File: src/verilog/lpi_pkg.sv
/*
 * LPI link shared definitions
 * Parcel field widths, opcodes of the register target and target states
 */

package lpi_pkg;

  // ********************
  // Parcel fields
  // ********************

  localparam int BW_OP = 2;
  localparam int BW_ADDR = 4;
  localparam int BW_DATA = 16;

  // Request parcel without tag, from the top: opcode, address, data
  localparam int BW_QDATA = BW_OP + BW_ADDR + BW_DATA;

  // Response parcel without tag
  localparam int BW_YDATA = 16;

  // ********************
  // Encodings
  // ********************

  // Code 2'b11 is reserved
  typedef enum logic [BW_OP-1:0] {
    op_read  = 2'b00,
    op_write = 2'b01,
    op_add   = 2'b10
  } lpi_op_e;

  typedef enum logic {
    st_idle,
    st_respond
  } target_state_e;

endpackage
File: src/verilog/lpi_link_top.sv
/*
 * LPI link top level
 * Request ports share the register target through the serializer
 */

`timescale 1ns/1ns

module lpi_link_top
  import lpi_pkg::*;
#(
  parameter int NUM_PORT = 3
)
(
  input  logic                         clk,
  input  logic                         rst_n,
  input  logic [NUM_PORT-1:0]          rlq_valid,
  input  logic [NUM_PORT*BW_QDATA-1:0] rlq_data,
  output logic [NUM_PORT-1:0]          rlq_ready,
  output logic [NUM_PORT-1:0]          rly_valid,
  output logic [BW_YDATA-1:0]          rly_data,
  input  logic [NUM_PORT-1:0]          rly_ready,
  output logic                         busy
);

  // Shared channel between serializer and target
  logic                         slq_valid;
  logic [NUM_PORT+BW_QDATA-1:0] slq_data;
  logic                         slq_ready;
  logic                         sly_valid;
  logic [NUM_PORT+BW_YDATA-1:0] sly_data;
  logic                         sly_ready;

  lpi_serializer #(
    .NUM_PORT (NUM_PORT)
  ) u_serializer (
    .clk       (clk),
    .rst_n     (rst_n),
    .rlq_valid (rlq_valid),
    .rlq_data  (rlq_data),
    .rlq_ready (rlq_ready),
    .rly_valid (rly_valid),
    .rly_data  (rly_data),
    .rly_ready (rly_ready),
    .slq_valid (slq_valid),
    .slq_data  (slq_data),
    .slq_ready (slq_ready),
    .sly_valid (sly_valid),
    .sly_data  (sly_data),
    .sly_ready (sly_ready),
    .busy      (busy)
  );

  lpi_reg_target #(
    .NUM_PORT (NUM_PORT)
  ) u_target (
    .clk     (clk),
    .rst_n   (rst_n),
    .q_valid (slq_valid),
    .q_data  (slq_data),
    .q_ready (slq_ready),
    .y_valid (sly_valid),
    .y_data  (sly_data),
    .y_ready (sly_ready)
  );

endmodule

File: src/verilog/lpi_reg_target.sv
/*
 * LPI register target
 * Executes read, write and add on a 16-entry register file
 * and returns one tagged response per request
 */

`timescale 1ns/1ns

module lpi_reg_target
  import lpi_pkg::*;
#(
  parameter int NUM_PORT = 3
)
(
  input  logic                         clk,
  input  logic                         rst_n,
  input  logic                         q_valid,
  input  logic [NUM_PORT+BW_QDATA-1:0] q_data,
  output logic                         q_ready,
  output logic                         y_valid,
  output logic [NUM_PORT+BW_YDATA-1:0] y_data,
  input  logic                         y_ready
);

  localparam int NUM_REG = 2 ** BW_ADDR;

  target_state_e state;
  logic [BW_DATA-1:0] regs [NUM_REG];

  logic [NUM_PORT-1:0] q_tag;
  lpi_op_e q_op;
  logic [BW_ADDR-1:0] q_addr;
  logic [BW_DATA-1:0] q_wdata;
  logic q_fire;
  logic reg_wr;
  logic [BW_YDATA-1:0] result;

  // Parcel fields
  assign q_tag   = q_data[NUM_PORT+BW_QDATA-1 -: NUM_PORT];
  assign q_op    = lpi_op_e'(q_data[BW_QDATA-1 -: BW_OP]);
  assign q_addr  = q_data[BW_DATA +: BW_ADDR];
  assign q_wdata = q_data[BW_DATA-1:0];

  assign q_ready = (state == st_idle);
  assign y_valid = (state == st_respond);
  assign q_fire  = q_valid && q_ready;

  // ********************
  // Opcode decode
  // ********************

  always_comb
  begin
    reg_wr = 1'b0;
    result = regs[q_addr];
    case (q_op)
      op_read:
        result = regs[q_addr];
      op_write:
      begin
        reg_wr = 1'b1;
        result = q_wdata;
      end
      op_add:
      begin
        reg_wr = 1'b1;
        result = regs[q_addr] + q_wdata;
      end
      // Reserved code leaves the file alone
      default:
        result = 16'hDEAD;
    endcase
  end

  always_ff @(posedge clk or negedge rst_n)
  begin
    if (!rst_n)
    begin
      state <= st_idle;
      for (int i = 0; i < NUM_REG; i++)
        regs[i] <= '0;
    end
    else
    begin
      case (state)
        st_idle:
          if (q_fire)
            state <= st_respond;
        st_respond:
          if (y_ready)
            state <= st_idle;
        default:
          state <= st_idle;
      endcase
      if (q_fire && reg_wr)
        regs[q_addr] <= result;
    end
  end

  // Response keeps the request tag
  always_ff @(posedge clk)
  begin
    if (q_fire)
      y_data <= {q_tag, result};
  end

  a_y_stable: assert property (@(posedge clk) disable iff (!rst_n)
    (y_valid && !y_ready) |=> $stable(y_data));

endmodule

File: src/verilog/lpi_serializer.sv
/*
 * LPI serializer
 * Merges request ports onto one tagged channel by round robin and
 * routes tagged responses back to the port named by the tag
 */

`timescale 1ns/1ns

module lpi_serializer
  import lpi_pkg::*;
#(
  parameter int NUM_PORT = 3
)
(
  input  logic                         clk,
  input  logic                         rst_n,
  input  logic [NUM_PORT-1:0]          rlq_valid,
  input  logic [NUM_PORT*BW_QDATA-1:0] rlq_data,
  output logic [NUM_PORT-1:0]          rlq_ready,
  output logic [NUM_PORT-1:0]          rly_valid,
  output logic [BW_YDATA-1:0]          rly_data,
  input  logic [NUM_PORT-1:0]          rly_ready,
  output logic                         slq_valid,
  output logic [NUM_PORT+BW_QDATA-1:0] slq_data,
  input  logic                         slq_ready,
  input  logic                         sly_valid,
  input  logic [NUM_PORT+BW_YDATA-1:0] sly_data,
  output logic                         sly_ready,
  output logic                         busy
);

  logic [NUM_PORT-1:0] grant_list;
  logic [BW_QDATA-1:0] q_parcel;
  logic head_valid;
  logic [NUM_PORT+BW_YDATA-1:0] head_data;
  logic [NUM_PORT-1:0] head_tag;
  logic head_pop;

  // ********************
  // Request path
  // ********************

  lpi_granter #(
    .NUM_PORT (NUM_PORT)
  ) u_granter (
    .clk           (clk),
    .rst_n         (rst_n),
    .valid_list    (rlq_valid),
    .granted_ready (slq_ready),
    .grant_list    (grant_list),
    .granted_valid (slq_valid)
  );

  // One-hot mux of the granted parcel
  always_comb
  begin
    q_parcel = '0;
    for (int i = 0; i < NUM_PORT; i++)
      if (grant_list[i])
        q_parcel = q_parcel | rlq_data[i*BW_QDATA +: BW_QDATA];
  end

  // Grant doubles as the source tag
  assign slq_data  = {grant_list, q_parcel};
  assign rlq_ready = grant_list & {NUM_PORT{slq_ready}};

  // ********************
  // Response path
  // ********************

  lpi_small_fifo #(
    .BW_ENTRY (NUM_PORT + BW_YDATA)
  ) u_resp_fifo (
    .clk      (clk),
    .rst_n    (rst_n),
    .wr_valid (sly_valid),
    .wr_data  (sly_data),
    .wr_ready (sly_ready),
    .rd_valid (head_valid),
    .rd_data  (head_data),
    .rd_pop   (head_pop)
  );

  assign head_tag  = head_data[NUM_PORT+BW_YDATA-1 -: NUM_PORT];
  assign rly_valid = head_valid ? head_tag : '0;
  assign rly_data  = head_data[BW_YDATA-1:0];

  // Pop once the tagged port takes it
  assign head_pop = |(rly_valid & rly_ready);
  assign busy     = head_valid;

  a_head_tagged: assert property (@(posedge clk) disable iff (!rst_n)
    head_valid |-> (head_tag != '0));

endmodule

File: src/verilog/lpi_granter.sv
/*
 * Round-robin granter
 * Grants the first valid requester at or after a rotating pointer
 */

`timescale 1ns/1ns

module lpi_granter
#(
  parameter int NUM_PORT = 3
)
(
  input  logic                clk,
  input  logic                rst_n,
  input  logic [NUM_PORT-1:0] valid_list,
  input  logic                granted_ready,
  output logic [NUM_PORT-1:0] grant_list,
  output logic                granted_valid
);

  localparam int BW_PTR = (NUM_PORT > 1) ? $clog2(NUM_PORT) : 1;
  localparam logic [BW_PTR-1:0] LAST_PORT = BW_PTR'(NUM_PORT - 1);

  logic [BW_PTR-1:0] ptr;
  logic [BW_PTR-1:0] grant_idx;

  assign granted_valid = |valid_list;

  // Search starts at the pointer and wraps around
  always_comb
  begin
    int cand;
    grant_list = '0;
    grant_idx  = ptr;
    for (int off = 0; off < NUM_PORT; off++)
    begin
      cand = int'(ptr) + off;
      if (cand >= NUM_PORT)
        cand = cand - NUM_PORT;
      if (valid_list[cand] && (grant_list == '0))
      begin
        grant_list[cand] = 1'b1;
        grant_idx        = cand[BW_PTR-1:0];
      end
    end
  end

  // Served port drops to lowest priority
  always_ff @(posedge clk or negedge rst_n)
  begin
    if (!rst_n)
      ptr <= '0;
    else if (granted_valid && granted_ready)
      ptr <= (grant_idx == LAST_PORT) ? '0 : grant_idx + 1'b1;
  end

  a_grant_onehot: assert property (@(posedge clk) disable iff (!rst_n) $onehot0(grant_list));

endmodule

File: src/verilog/lpi_small_fifo.sv
/*
 * Small response FIFO
 * Three entries, first-word fall-through, head shown combinationally
 */

`timescale 1ns/1ns

module lpi_small_fifo
#(
  parameter int BW_ENTRY = 8
)
(
  input  logic                clk,
  input  logic                rst_n,
  input  logic                wr_valid,
  input  logic [BW_ENTRY-1:0] wr_data,
  output logic                wr_ready,
  output logic                rd_valid,
  output logic [BW_ENTRY-1:0] rd_data,
  input  logic                rd_pop
);

  localparam int DEPTH = 3;

  logic [BW_ENTRY-1:0] mem [DEPTH];
  logic [1:0] wr_ptr;
  logic [1:0] rd_ptr;
  logic [1:0] count;
  logic do_write;
  logic do_read;

  // Pointers wrap after the last slot
  function automatic logic [1:0] next_ptr(input logic [1:0] ptr);
    return (ptr == 2'd2) ? 2'd0 : ptr + 2'd1;
  endfunction

  assign wr_ready = (count != 2'd3);
  assign rd_valid = (count != 2'd0);
  assign rd_data  = mem[rd_ptr];

  assign do_write = wr_valid && wr_ready;
  assign do_read  = rd_pop && rd_valid;

  // Storage
  always_ff @(posedge clk)
  begin
    if (do_write)
      mem[wr_ptr] <= wr_data;
  end

  // Pointers and occupancy
  always_ff @(posedge clk or negedge rst_n)
  begin
    if (!rst_n)
    begin
      wr_ptr <= 2'd0;
      rd_ptr <= 2'd0;
      count  <= 2'd0;
    end
    else
    begin
      if (do_write)
        wr_ptr <= next_ptr(wr_ptr);
      if (do_read)
        rd_ptr <= next_ptr(rd_ptr);
      case ({do_write, do_read})
        2'b10:   count <= count + 2'd1;
        2'b01:   count <= count - 2'd1;
        default: count <= count;
      endcase
    end
  end

  // The reader must only pop a visible head
  a_no_pop_empty: assert property (@(posedge clk) disable iff (!rst_n) rd_pop |-> rd_valid);

endmodule

File: config.mk
export PLATFORM = sky130hd
export DESIGN_NAME = lpi_link_top
export DESIGN_NICKNAME = d
export VERILOG_FILES = /design/src/verilog/lpi_pkg.sv /design/src/verilog/lpi_link_top.sv /design/src/verilog/lpi_reg_target.sv /design/src/verilog/lpi_serializer.sv /design/src/verilog/lpi_granter.sv /design/src/verilog/lpi_small_fifo.sv
export SDC_FILE = /design/constraint.sdc
export NUM_CORES = 1
export LEC_CHECK = 0
export ABC_AREA = 1
export BUFFER_PORTS_ARGS = -buffer_cell sky130_fd_sc_hd__buf_2
export CORE_ASPECT_RATIO = 0.9
export CORE_MARGIN = 5
export CORE_UTILIZATION = 50
export CTS_CLUSTER_DIAMETER = 80
export DETAILED_ROUTE_END_ITERATION = 16
export GPL_TIMING_DRIVEN = 0
export PLACE_DENSITY = 0.67
export SLEW_MARGIN = 25
export SYNTH_ARGS = -nofsm -noshare
export SYNTH_HDL_FRONTEND = slang
export SYNTH_HIERARCHICAL = 1
export SYNTH_SLANG_ARGS = --single-unit
File: constraint.sdc
create_clock -name clk -period 5.8 [get_ports clk]
set_clock_uncertainty 0.05 [all_clocks]
set_input_delay 0 -clock clk [delete_from_list [all_inputs] [get_ports clk]]
set_output_delay 0 -clock clk [all_outputs]
set_load 0.01 [all_outputs]
# Yosys cells after proc, flatten, opt, wreduce, memory -nomap -nowiden
# Memories as Yosys holds them, arrays and structs flattened.
# Index checks and enable logic that the tools add are counted.
# totals
register_bits,284
ramBits,57
input_bits,74
output_inout_bits,23
n_memories,1
# op_classes
n_addsub,11
order_cmp,11
eq_ne,8
mux,45
bitwise,8
n_reduce_logical,18
# memory_table
memory,depth,width,read_ports,rd_ports_with_merged_regs,write_ports,line_no,source
u_serializer.u_resp_fifo.mem,3,19,1,0,1,lpi_small_fifo.sv:25,logic [BW_ENTRY-1:0] mem [DEPTH];
# op_table
operator,n
bitwise mux 256 bit,1
>= comparator 32 x 1 -> 1 bit (second input constant),3
< comparator 32 x 4 -> 1 bit (second input constant),3
2-to-1 mux 32 bit,3
2-to-1 mux 22 bit,3
binary-select mux 16 bit (select 4 bit),1
demux 16 bit (select 4 bit),1
2-to-1 mux 16 bit,3
case mux 16 bit (3 select lines),1
bitwise OR 22 bit,2
adder 16 bit,1
2-to-1 mux 1 bit,14
2-to-1 mux 2 bit,6
2-to-1 mux 3 bit,4
equality test 2 bit (second input constant),5
logical AND 1 bit,10
adder 2 x 1 -> 2 bit (second input constant),4
subtractor 3 x 2 -> 4 bit (second input constant),2
bitwise AND 3 bit,2
binary-select mux 1 bit (select 2 bit),3
demux 1 bit (select 2 bit),3
>= comparator 3 x 2 -> 1 bit (second input constant),2
zero test 3 bit,2
bitwise OR 3 bit,2
other kinds (17),20

# Longest topological paths before layout
# depth
ltp_word,25
ltp_mapped,39
ltp_nobuf,34

# Hierarchy
# The synthesis kept the hierarchy.
# modules_own_cells
module,n_inst,cells_per_inst,area_each_um2,seq_area_each_um2
lpi_reg_target,1,1657,13510.5,7001.7
lpi_small_fifo,1,181,2377.3,1861.8
lpi_serializer,1,110,535.5,0.0
lpi_granter,1,85,518.0,50.0

# Worst setup path before layout
# OpenSTA, ideal clock, no wires.
# synth_timing
kind,reg-to-reg
start,register u_serializer.u_granter.ptr[0]
end,register u_target.y_data[4] (data pin)
setup_ps,254
arrival_time_ps,4812
t_required_ps,5496
path_slack_ps,684
path_stages_with_launch,38
path_buffers,7
path_cell_list,dfrtp_1 > inv_1 > ha_1 > buf_6 > inv_2 > nand2_1 > nand2_1 > nor2_1 > nor2_4 > nand3_2 > nand2_2 > nor2_2 > nand3_4 > o21bai_1 > buf_6 > nand2_1 > nand3_1 > buf_6 > (+2 left out) > buf_6 > buf_6 > a22oi_1 > nand2_1 > nand2_1 > nand4_1 > ha_1 > fa_1 > nand3_1 > nand2_1 > or2_2 > nand3_1 > nand2_1 > inv_1 > nand2_1 > nand2_1 > clkbuf_2 > inv_1
# synth_between
elab_chain_len,24
elab_cells_between_ends,58
# synth_lines
element,line_no,source
start: declaration,lpi_granter.sv:24,logic [BW_PTR-1:0] ptr;
start signal: assignment,lpi_granter.sv:54,ptr <= (grant_idx == LAST_PORT) ? '0 : grant_idx + 1'b1;
branches (longest 12 deep; another with >= comparator 32 x 1 -> 1 bit),n/a,
2-to-1 mux 3 bit (*),lpi_granter.sv:40,if (valid_list[cand] && (grant_list == '0))
net slq_data[22],lpi_link_top.sv:27,logic [NUM_PORT+BW_QDATA-1:0] slq_data;
2-to-1 mux 22 bit (*),lpi_serializer.sv:59,if (grant_list[i])
bitwise OR 22 bit,lpi_serializer.sv:60,q_parcel = q_parcel | rlq_data[i*BW_QDATA +: BW_QDATA];
2-to-1 mux 22 bit (*),lpi_serializer.sv:59,
bitwise OR 22 bit,lpi_serializer.sv:60,
2-to-1 mux 22 bit (*),lpi_serializer.sv:59,
net slq_data[16],lpi_link_top.sv:27,
inverter 4 -> 5 bit (*),n/a,
binary-select mux 16 bit (select 4 bit) (*),n/a,
2-to-1 mux 16 bit (not written as such) (*) (2 in series),"lpi_reg_target.sv:58, lpi_reg_target.sv:67",
adder 16 bit,lpi_reg_target.sv:67,result = regs[q_addr] + q_wdata;
case mux 16 bit (3 select lines) (*),lpi_reg_target.sv:56,case (q_op)
net u_target.result[4],lpi_reg_target.sv:36,logic [BW_YDATA-1:0] result;
end signal: assignment,lpi_reg_target.sv:104,"y_data <= {q_tag, result};"
end: declaration,lpi_reg_target.sv:21,"output logic [NUM_PORT+BW_YDATA-1:0] y_data,"
# Mark *: on every way through the listed nets, which the timed path passes. The select of a mux whose other input is x is not followed.
# A chain may end at the register's enable or synchronous reset.

# Final worst setup path
# layout_timing
start,register u_serializer.u_granter.ptr[0]
end,register u_target.y_data[1] (data pin)
# layout_between
elab_cells_between_ends,58
# layout_rtl
element,line_no
branches (longest 12 deep; another with >= comparator 32 x 1 -> 1 bit),n/a
2-to-1 mux 3 bit (*),lpi_granter.sv:40
net slq_data[23],lpi_link_top.sv:27
2-to-1 mux 22 bit (*),lpi_serializer.sv:59
bitwise OR 22 bit,lpi_serializer.sv:60
2-to-1 mux 22 bit (*),lpi_serializer.sv:59
net slq_data[17],lpi_link_top.sv:27
inverter 4 -> 5 bit (*),n/a
binary-select mux 16 bit (select 4 bit) (*),n/a
2-to-1 mux 16 bit (not written as such) (*) (2 in series),"lpi_reg_target.sv:58, lpi_reg_target.sv:67"
adder 16 bit,lpi_reg_target.sv:67
case mux 16 bit (3 select lines) (*),lpi_reg_target.sv:56
net u_target.result[1],lpi_reg_target.sv:36
# Marked as above.

==> impl_metrics.yaml <==
floorplan:
  die_x_um: 204
  rows: 64
  start_util_pct: 50.3
  coreArea_mm2: 0.0337
  dieArea_mm2: 0.0377
  io_pins: 97
  die_y_um: 185
timing:
  min_period_ns: 5.68
  max_slew_margin_pct: 43.6
  setup_viol: 0
  period_share_pct: 98.0
  worst_pin_slew_ns: 0.843
  maxSlewViolCount: 0
  hold_ws_ns: 0.00624
  hold_viol_final: 0
  max_freq_mhz: 176
  tns_ns: 0
yosys:
  syn_area_mm2: 0.0169
  synth_most_common_cell: "nand2_1"
  synthCells: 2033
  synth_ff_type: "dfrtp_1"
  post-synth-top-area-cell: "dfrtp_1"
  syn_nets: 2132
  ys_warn_count: 6
  synth_edf_count: 76
  synth.area.top_cells: "dfrtp_1, nand2_1, edfxtp_1"
  synth-async-reset-ratio_pct: 77.7
  synth-seq-cells: 341
  synth.top_cell.area_share_pct: 39.1
  yosysSeqAreaShare_pct: 52.6
  synthTopCellsByCount: "nand2_1, dfrtp_1, a22oi_1, nand3_1, inv_1"
  syn_area_per_cell_um2: 8.33
  yosys.cell_types.count: 43
placed_design:
  placedCellCount: 2600
  numPortBuffers: 96
  post-dp-hpwl_um: 37100
  place.gp.congestion: 0.961
grt:
  grt_pass1_wl_um: 81500
  overflow: 0
  grt_max_degree: 92
  antenna_found_initial: 1
  grt_pass1_vias: 14500
  grt_usage_pct: 27.5
worst_setup_path:
  cp_slowest_stage_delay_ns: 0.43
  cpMaxStageDelayCell: "fa_2"
  cp-start-kind: "flop"
  worstPathMaxFanout: 10
  cp.arrival_ns: 5.91
  path_class: "flop to flop"
  required_ns: 6.02
  end_kind: "flop"
  rrSetupSlack_ns: 0.12
  cp_common_cell: "nand2_1"
drt:
  m1WireLength_um: 23300
  ant_nets: 0
  wl_per_cell_um: 19.4
  highest_layer: "met5"
  drc: 0
  dr_total_vias: 15000
  drt_iter0_drc: 1687
  met3WireLength_um: 4540
  drt_pass1_iterations: 6
  wl_met2_um: 23700
  finalWirelength_um: 52500
  via_per_inst: 5.52
run:
  cap_viol_max_count: 0
clock_tree:
  cts_tree: "done"
  clk_pin_slew_ns: 0.06
  htree_levels: 2
  insertion_delay_ns: 0.55
  cts.sinks: 341
  cts_made_buffers: 38
  root_buffer: "clkbuf_16"
  clockBufferDepth: 3
finish:
  fin_cells: 2710
  area_growth_pct: 19.0
  insertedDiodeCount: 0
  fin_nets: 2319
  drive_above_1_share_pct: 17.2
run_status:
  status: "completed"
worst_hold_path:
  hold_class: "input pin to flop"
routing by layer:
| metal | track usage [%] | up-vias |
|---|---|---|
| met5 | 0 | - |
| li1 | - | 7027 |
| met2 | 43.3 | 610 |
| met1 | 39.8 | 7238 |
| met4 | 6.46 | 2 |
| met3 | 5.54 | 74 |
registers in the layout, summed over array words and instances (netlist names):
| register | count |
|---|---|
| u_serializer/u_resp_fifo/rd_ptr | 2 |
| u_serializer/u_resp_fifo/count | 2 |
| u_serializer/u_granter/ptr | 2 |
| u_serializer/u_resp_fifo/wr_ptr | 2 |
| u_serializer/u_resp_fifo/mem | 57 |
| u_target/y_data | 19 |
| u_target/regs | 256 |
| u_target/y_valid | 1 |
through the flow:
step | cell area, µm² | util, % | setup WS [ns]
final | 20200 | 59.8 | 0.118
after floorplan | 16900 | - | 0.684
after CTS | 19600 | 58.3 | 0.00364
after global routing | 20200 | 59.8 | -0.0496
after global placement | 18000 | 53.4 | -0.722
after detailed placement | 18200 | 53.9 | -0.773
cells by family after synthesis:
group                    synth area share [%]
AO/OA/AOI/OAI                            10.1
flip-flops                               52.6
adder cells (fa/ha/maj)                  1.89
AND/OR/NAND/NOR                          29.2
XOR/XNOR                               0.0517
buffers and inverters                    6.17
path summary, 6_finish.rpt:
check / startpoint / to / cells past startpoint
max: u_serializer/u_granter/ptr[0] / u_target/y_data[1] / 33
min in group asynchronous: rst_n / u_serializer/u_granter/ptr[0] / 3
max in group asynchronous: rst_n / u_target/regs[79] / 3
min: rlq_data[0] / u_target/regs[64] / 5
max reg2reg: u_serializer/u_granter/ptr[0] / u_target/y_data[1] / 33
min reg2reg: u_target/y_data[15] / u_serializer/u_resp_fifo/mem[0][15] / 0
cell usage in the layout (no fill, tap or decap), drive strengths merged:
| cell type | netlist | layout |
|---|---|---|
| o21bai | 4 | 4 |
| clkdlybuf4s18 | 0 | 1 |
| nand3b | 3 | 3 |
| a22oi | 114 | 114 |
| o22ai | 6 | 6 |
| dlygate4sd3 | 0 | 8 |
| dfrtp | 265 | 265 |
| edfxtp | 76 | 76 |
| nand3 | 123 | 123 |
| o21ai | 85 | 85 |
| bufinv | 0 | 2 |
| o211ai | 1 | 1 |
| a31oi | 20 | 20 |
| o21a | 1 | 1 |
| buf | 73 | 209 |
| or2 | 4 | 4 |
| nand4 | 17 | 17 |
| ha | 24 | 24 |
| xnor2 | 1 | 1 |
| a21oi | 34 | 34 |
| nand2 | 977 | 977 |
| clkinv | 4 | 10 |
| nor2 | 64 | 64 |
| a22o | 1 | 1 |
| clkbuf | 27 | 86 |
| a21boi | 1 | 1 |
| fa | 1 | 1 |
| nor3 | 7 | 7 |
| clkinvlp | 0 | 1 |
| inv | 99 | 101 |
| a221oi | 1 | 1 |
repair_timing:
item / in CTS / in global routing
hold endpoints to repair: 200 / 0
buffers inserted: 6 / 27
hold buffers: 8 / 0
setup endpoints to repair: 263 / 219
gates cloned: 0 / 3
resized for setup: 35 / 72
pin swaps: 7 / 20
layout make-up:
type | instances | area [µm²]
Fill cell | 2946 | 13500
Multi-Input combinational cell | 1489 | 7300
Clock buffer | 57 | 1090
Inverter | 103 | 393
Buffer | 98 | 747
Clock inverter | 11 | 126
Tap cell | 462 | 578
Timing Repair Buffer | 149 | 1010
Sequential cell | 341 | 8910
critical path, delay by kind of cell, from the launching register on:
kind	cells	cell delay (ns)
simple gates	17	1.99
buf+inv	11	1.63
fa+ha+maj	3	1.01
flops	1	0.40
compound gates	2	0.31
Power is left out: the tool's default activity adds up to more than one toggle a clock period on the data nets, which glitch-free logic cannot reach.
